--- config.mk ---
export PLATFORM = sky130hd
export DESIGN_NAME = bytes_to_dibits
export DESIGN_NICKNAME = d
export VERILOG_FILES = /design/src/source/mem_pkg.sv /design/src/source/rmii_pkg.sv /design/src/source/bytes_to_dibits.sv
export VERILOG_INCLUDE_DIRS = /design/src /design/src/source
export SDC_FILE = /design/constraint.sdc
export NUM_CORES = 1
export LEC_CHECK = 0
export CORE_AREA = 2 2 39 41
export CTS_CLUSTER_SIZE = 10
export DETAILED_ROUTE_END_ITERATION = 10
export DIE_AREA = 0 0 41 43
export DONT_BUFFER_PORTS = 1
export HOLD_SLACK_MARGIN = 0.02
export MAX_ROUTING_LAYER = met4
export SYNTH_ARGS = -nofsm -noshare
export SYNTH_HDL_FRONTEND = slang
export SYNTH_SLANG_ARGS = --single-unit
export TNS_END_PERCENT = 1
--- constraint.sdc ---
create_clock -name clk -period 3.4 [get_ports clk]
set_clock_uncertainty 0.05 [all_clocks]
set_input_delay 0.51 -clock clk [delete_from_list [all_inputs] [get_ports clk]]
set_output_delay 0.51 -clock clk [all_outputs]
set_load 0.01 [all_outputs]
--- src/source/stream_config.svh ---
// sizes of the packet buffer and its address fields
// include wherever the buffer depth or an address width is needed
`ifndef STREAM_CONFIG_SVH
`define STREAM_CONFIG_SVH

// bytes held by the packet buffer
`define PACKET_BUFFER_SIZE 1024

// bits needed to address one byte of the buffer
`define PACKET_ADDR_WIDTH 10

// one extra bit so an exclusive end can equal the buffer size
`define PACKET_LEN_WIDTH (`PACKET_ADDR_WIDTH + 1)

`endif

--- src/source/mem_pkg.sv ---
// types for the packet buffer side of the transmit path
// ports use the scoped names, module bodies import the package
`include "stream_config.svh"

package mem_pkg;

	// one byte of packet data
	typedef logic [7:0] byte_t;

	// address of one byte in the buffer
	typedef logic [`PACKET_ADDR_WIDTH-1:0] addr_t;

	// start or exclusive end of a byte range, like in C
	typedef logic [`PACKET_LEN_WIDTH-1:0] bound_t;

endpackage

--- src/source/rmii_pkg.sv ---
// types for the RMII side of the transmit path
// the shift word is loaded as a byte and read back as dibits
package rmii_pkg;

	import mem_pkg::*;

	// one RMII transmit symbol
	typedef logic [1:0] dibit_t;

	// dibits[0] is the least significant pair, sent first on the wire
	typedef union packed {
		byte_t as_byte;
		dibit_t [3:0] dibits;
	} byte_dibits_t;

endpackage

--- src/source/bytes_to_dibits.sv ---
// serializes bytes into RMII dibits, least significant pair first
// a new byte is taken on the last dibit so bytes leave back to back
`timescale 1ns/1ps

module bytes_to_dibits (
	input logic clk,
	input logic reset,
	input logic in_valid,
	input mem_pkg::byte_t in,
	output logic in_ready,
	output logic txen,
	output rmii_pkg::dibit_t txd
);

	import rmii_pkg::*;

	byte_dibits_t shift;

	// counts the dibits already sent of the current byte
	logic [1:0] dibit_cnt;
	logic last_dibit;
	logic load;

	assign last_dibit = txen && (dibit_cnt == 2'd3);
	assign in_ready = !txen || last_dibit;
	assign load = in_valid && in_ready;

	always_ff @(posedge clk) begin
		if (reset) begin
			txen <= 1'b0;
			dibit_cnt <= 2'd0;
		end else if (load) begin
			txen <= 1'b1;
			dibit_cnt <= 2'd0;
		end else if (txen) begin
			dibit_cnt <= dibit_cnt + 2'd1;
			if (last_dibit) begin
				txen <= 1'b0;
			end
		end
	end

	always_ff @(posedge clk) begin
		if (load) begin
			shift.as_byte <= in;
		end else if (txen) begin
			shift.as_byte <= shift.as_byte >> 2;
		end
	end

	// the line stays quiet between frames
	assign txd = txen ? shift.dibits[0] : dibit_t'(2'b00);

endmodule

==> impl_metrics.toml <==
[power_and_ir_drop]
seqPwrFrac_pct = 57.6
switching_power_uw = 64.29
comb_power_share_pct = 11.1
p_int_uw = 223.3
p_clk_share_pct = 31.3
leakage_uw = 0.0002340
switching_share_pct = 22.35
p_per_area_mw_per_mm2 = 515.4
max-vdd-ir-drop_v = 0.0001935

[synth]
synth_ff_type = "edfxtp_1"
synth_top_area_share_pct = 46.94
synth_area_um2 = 511.7
synth_compound_area_share_pct = 3.178
yosysTopAreaCell = "edfxtp_1"
yosys-top-cells-count = "edfxtp_1, mux2_4, dfxtp_1"
syn_nets = 47
ys_seq_area_share_pct = 58.68
ys_async_sr_fraction_pct = 0
synth_mux_area_share_pct = 17.60
synth.area.top_cells = "edfxtp_1, mux2_4, dfxtp_1"
netlist_instances = 35
synthXorXnorAreaFrac_pct = 0
synth_edf_count = 8
yosysWarnings = 0
synthSimpleGateAreaFrac_pct = 16.63
synthDistinctLibCells = 15
synth_adder_area_share_pct = 2.445
yosysMostFrequentCell = "edfxtp_1"
syn_area_per_cell_um2 = 14.62
synth-seq-cells = 11
synth_top_family_by_area = "multiplexers"

[place]
gp_congestion = 0.6115
place_hpwl_um = 635.3
dpl_cell_area_um2 = 531.8
portBuffers = 0

[timing]
worst_pin_slew_ns = 0.3703
max_slew_margin_pct = 75.28
hold_viol_final = 0
setup_viol = 0
setup_tns_ns = 0
rsz0062_at_grt = "no"
whs_ns = 0.2538
min_period_over_period_pct = 47.71
fmaxAchievable_ghz = 0.6165
min_period_ns = 1.622
drv_slew = 0

[clock_network]
postCtsResizedCells = 0
cts_hold_buf = 0
cts_max_path_buffers = 2
clkSinkCount = 11
post-cts-setup-buffer-count = 0
cts_tree = "yes"
cts_buffers = 3
htreeDepth = 1
insertion_delay_ns = 0.26
clkTransAtPathRegs_ns = 0.07
root_buffer = "clkbuf_4"

[routing]
drt_iter0_drc = 1
wirelength_um = 871
drc = 0
wl_met2_um = 462
vias_per_cell = 5.255
dr.pass1.iters = 3
dr_total_vias = 289
detail_route.wl_per_cell_um = 15.84
detail-route-antenna-nets = 0
drt-met1-wl_um = 323
dr_wl_met3_um = 77
dr.max_layer_used = "met4"

[floorplan]
die_w_um = 41
io-pin-count = 15
design.core.area_mm2 = 0.001384
row_count = 14
start_util_pct = 36.98
die-area_mm2 = 0.001763
dieHeight_um = 43

[worst_setup_path]
cp_top_family = "flip-flops"
worstPathArrival_ns = 1.06
slowest_stage = "dfxtp_1"
cp_cell_sequence = "and2_2"
crit_path_max_incr_delay_ns = 0.55
cp-start-kind = "register"
crit_required_ns = 2.84
end_kind = "output port"
path_max_fanout = 8
critPathKind = "reg -> out"
path_buf_inv = 0

[grt]
grt_max_degree = 9
grt_first_pass_wirelength_um = 1435
first_global_vias = 318
gr-total-overflow = 0
grt_usage_pct = 13.28
antenna_found_initial = 0

[min_path]
worstHoldPathType = "in -> reg"

[outcome]
status = "completed"

[finish]
final_cell_area_um2 = 558.0
synthToLayoutAreaGrowth_pct = 9.046
n_antenna_cell = 0
layout-drive-gt1-share_pct = 38.46
nNetsFinal = 52

[flow_run]
max-cap-violations = 0
==> cells in the final DEF, fill, tap and decap left out <==
cell      n
and2_2    2
edfxtp_1  8
clkbuf_1  1
a31oi_1   1
nor2_1    2
ha_1      1
dfxtp_1   3
and3_2    2
clkbuf_4  3
nand3b_1  1
a21oi_1   2
nand2_1   2
inv_1     2
nand2b_4  1
nor3b_1   1
nand2_4   1
mux2_4    6
==> kinds of logic (layout without fill, tap and decap cells) <==
group           count (synthesis)  count (layout)
fa+ha+maj                       1               1
mux                             6               6
flops                          11              11
buf+inv                         2               6
simple gates                   12              12
compound gates                  3               3
==> through the flow <==
stage | util, % | total power, uW | instances | worst slack, ns
6_report | 40.33 | 287.6 | 55 | 1.778
5_1_grt | 40.33 | 300.8 | 55 | 1.686
4_1_cts | 40.33 | 289.0 | 55 | 1.753
3_5_place_dp | 38.43 | 201.3 | 51 | 1.902
3_3_place_gp | 38.43 | 198.6 | 51 | 1.960
2_1_floorplan | - | 194.8 | 35 | 1.996
==> layout make-up <==
| class | count | area (um^2) |
|---|---|---|
| clock buffers | 4 | 26.28 |
| fillers | 133 | 825.8 |
| inverters | 2 | 7.507 |
| multi-input cells | 22 | 203.9 |
| flip-flops and latches | 11 | 300.3 |
| well taps | 16 | 20.02 |
==> final timing paths <==
path,start,to,slack [ns],cells past startpoint
worst max register to register,dibit_cnt[0],shift[5],1.90,4
worst min-delay path,reset,txen,0.25,1
worst min register to register,dibit_cnt[0],dibit_cnt[0],0.45,2
worst max-delay path,txen,txd[1],1.78,1
==> power by group through the flow <==
stage                     Clock (uW)  Combinational, uW  Sequential, uW
after floorplan                    0               28.1             167
after global placement             0               30.2             168
after detailed placement           0               31.9             169
after CTS                       90.5               32.2             166
after global routing            98.6               34.7             168
final                           90.2               31.8             166
==> registers in the layout (all words and copies together) (netlist names) <==
signal     cells
dibit_cnt      2
txen           1
shift          8
==> per-layer routing <==
metal	GRT usage, %	vias up
met5	-	-
met2	19.06	11
met3	6.283	2
met4	10.00	0
li1	-	133
met1	13.22	143
Power figures use the tool's default switching activity.
