===== src/source/stream_config.svh =====
// sizes of the packet buffer and its address fields
// include wherever the buffer depth or an address width is needed
`ifndef STREAM_CONFIG_SVH
`define STREAM_CONFIG_SVH

// bytes held by the packet buffer
`define PACKET_BUFFER_SIZE 1024

// bits needed to address one byte of the buffer
`define PACKET_ADDR_WIDTH 10

// one extra bit so an exclusive end can equal the buffer size
`define PACKET_LEN_WIDTH (`PACKET_ADDR_WIDTH + 1)

`endif


===== src/source/mem_pkg.sv =====
// types for the packet buffer side of the transmit path
// ports use the scoped names, module bodies import the package
`include "stream_config.svh"

package mem_pkg;

	// one byte of packet data
	typedef logic [7:0] byte_t;

	// address of one byte in the buffer
	typedef logic [`PACKET_ADDR_WIDTH-1:0] addr_t;

	// start or exclusive end of a byte range, like in C
	typedef logic [`PACKET_LEN_WIDTH-1:0] bound_t;

endpackage


===== src/source/stream_from_memory.sv =====
// reads the byte range [read_start, read_end) from the packet buffer
// and hands the bytes on over valid/ready, one byte waiting in a hold register
`timescale 1ns/1ps

module stream_from_memory (
	input logic clk,
	input logic reset,
	input logic start,
	input mem_pkg::bound_t read_start,
	input mem_pkg::bound_t read_end,
	output logic ram_read_req,
	output mem_pkg::addr_t ram_read_addr,
	input logic ram_read_ready,
	input mem_pkg::byte_t ram_read_out,
	output logic out_valid,
	output mem_pkg::byte_t out,
	input logic out_ready,
	output logic busy
);

	import mem_pkg::*;

	typedef enum logic [1:0] {
		state_idle,
		state_reading,
		state_holding,
		state_draining
	} state_t;

	state_t state;

	// next address to request, and the exclusive end of the range
	bound_t curr_addr;
	bound_t end_addr;
	bound_t next_addr;
	byte_t hold;

	assign next_addr = curr_addr + bound_t'(1);
	assign ram_read_addr = addr_t'(curr_addr);

	// a byte coming back from the RAM is offered in the same cycle
	assign out_valid = (state == state_holding) ||
		(state == state_reading && ram_read_ready);
	assign out = (state == state_holding) ? hold : ram_read_out;

	assign busy = (state != state_idle);

	always_ff @(posedge clk) begin
		if (reset) begin
			state <= state_idle;
			ram_read_req <= 1'b0;
		end else begin
			ram_read_req <= 1'b0;
			case (state)
				state_idle: begin
					if (start) begin
						if (read_start == read_end) begin
							state <= state_draining;
						end else begin
							state <= state_reading;
							ram_read_req <= 1'b1;
						end
					end
				end
				state_reading: begin
					if (ram_read_ready) begin
						if (!out_ready) begin
							state <= state_holding;
						end else if (next_addr == end_addr) begin
							state <= state_draining;
						end else begin
							// byte went straight through, fetch the next one
							ram_read_req <= 1'b1;
						end
					end
				end
				state_holding: begin
					if (out_ready) begin
						if (curr_addr == end_addr) begin
							state <= state_draining;
						end else begin
							state <= state_reading;
							ram_read_req <= 1'b1;
						end
					end
				end
				state_draining: begin
					// serializer ready with nothing offered means its last dibit is out
					if (out_ready) begin
						state <= state_idle;
					end
				end
				default: begin
					state <= state_idle;
				end
			endcase
		end
	end

	always_ff @(posedge clk) begin
		if (state == state_idle && start) begin
			curr_addr <= read_start;
			end_addr <= read_end;
		end else if (state == state_reading && ram_read_ready) begin
			curr_addr <= next_addr;
		end
	end

	always_ff @(posedge clk) begin
		if (state == state_reading && ram_read_ready && !out_ready) begin
			hold <= ram_read_out;
		end
	end

endmodule

===== config.mk =====
export PLATFORM = sky130hd
export DESIGN_NAME = stream_from_memory
export DESIGN_NICKNAME = d
export VERILOG_FILES = /design/src/source/mem_pkg.sv /design/src/source/stream_from_memory.sv
export VERILOG_INCLUDE_DIRS = /design/src /design/src/source
export SDC_FILE = /design/constraint.sdc
export NUM_CORES = 1
export LEC_CHECK = 0
export BUFFER_PORTS_ARGS = -buffer_cell sky130_fd_sc_hd__buf_2
export CELL_PAD_IN_SITES_DETAIL_PLACEMENT = 1
export CELL_PAD_IN_SITES_GLOBAL_PLACEMENT = 1
export CORE_UTILIZATION = 40
export CTS_CLUSTER_DIAMETER = 100
export DETAILED_ROUTE_END_ITERATION = 6
export MAX_ROUTING_LAYER = met4
export PLACE_DENSITY = 0.8
export SLEW_MARGIN = 20
export SYNTH_ARGS = -nofsm -noshare
export SYNTH_HDL_FRONTEND = slang
export SYNTH_SLANG_ARGS = --single-unit

===== constraint.sdc =====
create_clock -name clk -period 2.45 [get_ports clk]
set_input_delay 0.245 -clock clk [delete_from_list [all_inputs] [get_ports clk]]
set_output_delay 0.245 -clock clk [all_outputs]
set_load 0.05 [all_outputs]

==> impl_metrics.json <==
{
  "finalCriticalPeriod_ns": 2.28,
  "mostFrequentLayoutCell": "buf_2",
  "pwr-share-comb": 0.371,
  "path_clk_slew_ns": 0.07,
  "grt_pass1_vias": 1612,
  "crit_family": "compound AO/OA/AOI/OAI gates",
  "start_util": 0.424,
  "ys_seq_area_frac": 0.471,
  "required_ns": 2.68,
  "fin_ws_ns": 0.168,
  "power.switching_w": 0.000762,
  "fin_util": 0.503,
  "tightest_slew_ns": 0.532,
  "grt_overflow_total": 0,
  "synth_seq_cells": 33,
  "synth_area_leader_cell": "edfxtp_1",
  "die_w_um": 73.5,
  "post_cts.repair.setup_buffers": 0,
  "startpoint_type": "flip-flop",
  "pwr-share-seq": 0.418,
  "status": "finished clean",
  "die-height_um": 73.5,
  "p_leak_nw": 0.957,
  "port_buffers": 55,
  "ant_nets": 0,
  "syn_inst": 189,
  "synth_top_area_share": 0.441,
  "syn_avg_cell_area_um2": 10.8,
  "power_w": 0.00191,
  "synth_area_um2": 2040,
  "drv_slew": 0,
  "ios": 56,
  "cts_buffers": 5,
  "min_path_type": "in2reg",
  "dp_slack_ns": 0.198,
  "synth_nets": 225,
  "power_switching_share": 0.398,
  "critPathArrivalTime_ns": 2.51,
  "totalWireLength_um": 4730,
  "drcViolationCount": 0,
  "final_area_um2": 2420,
  "synth_area_leaders": "edfxtp_1 44%, xor2_1 10%, mux2_2 5.5%",
  "grt_max_degree": 17,
  "vdd_ir_drop_max_uv": 298,
  "cts_root_buffer": "clkbuf_8",
  "placed_area_um2": 2340,
  "crit_chain": "ha_1, and4_4, and2_4, xnor2_1, a211o_1, a2111oi_2, o211a_1",
  "multi_input_area_um2": 953,
  "via_per_inst": 5.06,
  "antenna_found_initial": 0,
  "synth-edff-count": 30,
  "synth-async-reset-ratio": 0,
  "max_freq_mhz": 438,
  "yosysUniqueCellTypes": 38,
  "powerDensity_nw_per_um2": 790,
  "max_cap_violations": 0,
  "layout_common_cells": "55 x buf_2, 30 x edfxtp_1, 24 x xor2_1",
  "place_hpwl_um": 3700,
  "core-area_um2": 4820,
  "n_fill_cell": 574,
  "cp_max_fo": 6,
  "seq_area_um2": 961,
  "ctsHoldBuffers": 0,
  "antenna-diode-count": 0,
  "crit_path_max_incr_delay_ns": 0.49,
  "drive_gt1_frac": 0.354,
  "gp_congestion": 0.809,
  "critPathBufInv": 0,
  "num_rows": 25,
  "p_int_w": 0.00115,
  "max_slew_margin": 0.642,
  "crit_type": "reg2reg",
  "area_growth_syn_to_layout_pct": 18.7,
  "setup_violations": 0,
  "clock_sinks": 33,
  "setup_tns_ns": 0,
  "ys_warn_count": 0,
  "insertion_delay_ns": 0.29,
  "max-clock-path-buffers": 2,
  "critPathCaptureType": "flip-flop",
  "grt_pass1_wl_um": 7780,
  "wl_per_cell_um": 15.4,
  "tritoncts": "built",
  "post-route-period-util": 0.931,
  "h-tree-depth": 2,
  "vias": 1552,
  "finalNetCount": 275,
  "finalHoldViolCount": 0,
  "drt-pass1-iter-count": 4,
  "grt_usage": 0.200,
  "post_cts_resized": 0,
  "rsz0062_at_grt": "no",
  "drtIter0Drc": 70,
  "p_clk_frac": 0.210,
  "synth_ff_type": "edfxtp_1",
  "die_area_um2": 5390,
  "slowest_stage": "edfxtp_1",
  "finClkSkew_ns": 0.00753
}
## layer usage
metal | vias to the layer above | global-route usage | part of all wire | wire [µm]
met1 | 746 | 0.259 | 0.47 | 2200
met4 | 0 | 0.0513 | 0.012 | 56
met5 | - | - | 0 | 0
met3 | 6 | 0.0412 | 0.029 | 136
met2 | 28 | 0.321 | 0.49 | 2340
li1 | 772 | - | - | -
## sequential cells by signal, indices dropped and copies added (netlist names)
name / count
hold: 8
end_addr: 11
ram_read_req: 1
state: 2
curr_addr: 11
## power groups by stage
| stage | sequential [W] | combinational, W | clock, W |
|---|---|---|---|
| floorplan | 0.000779 | 0.000595 | 0 |
| global placement | 0.000808 | 0.000702 | 0 |
| detailed placement | 0.000812 | 0.000711 | 0 |
| CTS | 0.000800 | 0.000716 | 0.000411 |
| global route | 0.000815 | 0.000772 | 0.000433 |
| finish | 0.000801 | 0.000711 | 0.000403 |
## metrics by stage
| step | hold WS (ns) | std cells |
|---|---|---|
| floorplan | 0.317 | 189 |
| detailed placement | 0.438 | 299 |
| global route | 0.135 | 307 |
| CTS | 0.138 | 307 |
| finish | 0.145 | 307 |
| global placement | 0.435 | 299 |
## cells in the mapped netlist (all sizes together), types with 4 or more instances
cell type,count
buf,13
edfxtp,30
xor2,24
nor4,4
nand3,6
clkbuf,6
mux2,10
xnor2,12
nor2b,5
and3,4
o21ai,13
nand2,14
a21oi,5
nor2,7
nor3,4
## worst paths after layout
check | start | endpoint | slack [ns] | cells after the start
setup reg to reg | curr_addr[1]$_DFFE_PP_ | state[1]$_SDFFE_PP0P_ | 0.17 | 7
setup / recovery | curr_addr[1]$_DFFE_PP_ | state[1]$_SDFFE_PP0P_ | 0.17 | 7
hold reg to reg | state[0]$_SDFFE_PP0P_ | state[0]$_SDFFE_PP0P_ | 0.67 | 2
hold / removal | ram_read_out[7] | hold[7]$_DFFE_PP_ | 0.15 | 1
## area by class of cell
cell class / instances / area share
multi-input combinational: 134 / 0.393
timing repair buffer: 62 / 0.135
clock inverter: 3 / 0.00723
sequential: 33 / 0.396
tap: 67 / 0.0346
inverter: 3 / 0.00465
clock buffer: 5 / 0.0284
## cell families (layout without fill, tap and decap cells)
family,count (synthesis),after routing,share of synthesized area
adders and majority gates,1,1,0.00613
AOI/OAI and AO/OA,33,33,0.107
DFF,33,33,0.471
buffers and inverters,22,73,0.0625
and+or+nand+nor,51,51,0.129
xor gates and xnor gates,36,36,0.154
muxes,13,13,0.0699
Power figures use the tool's default switching activity.
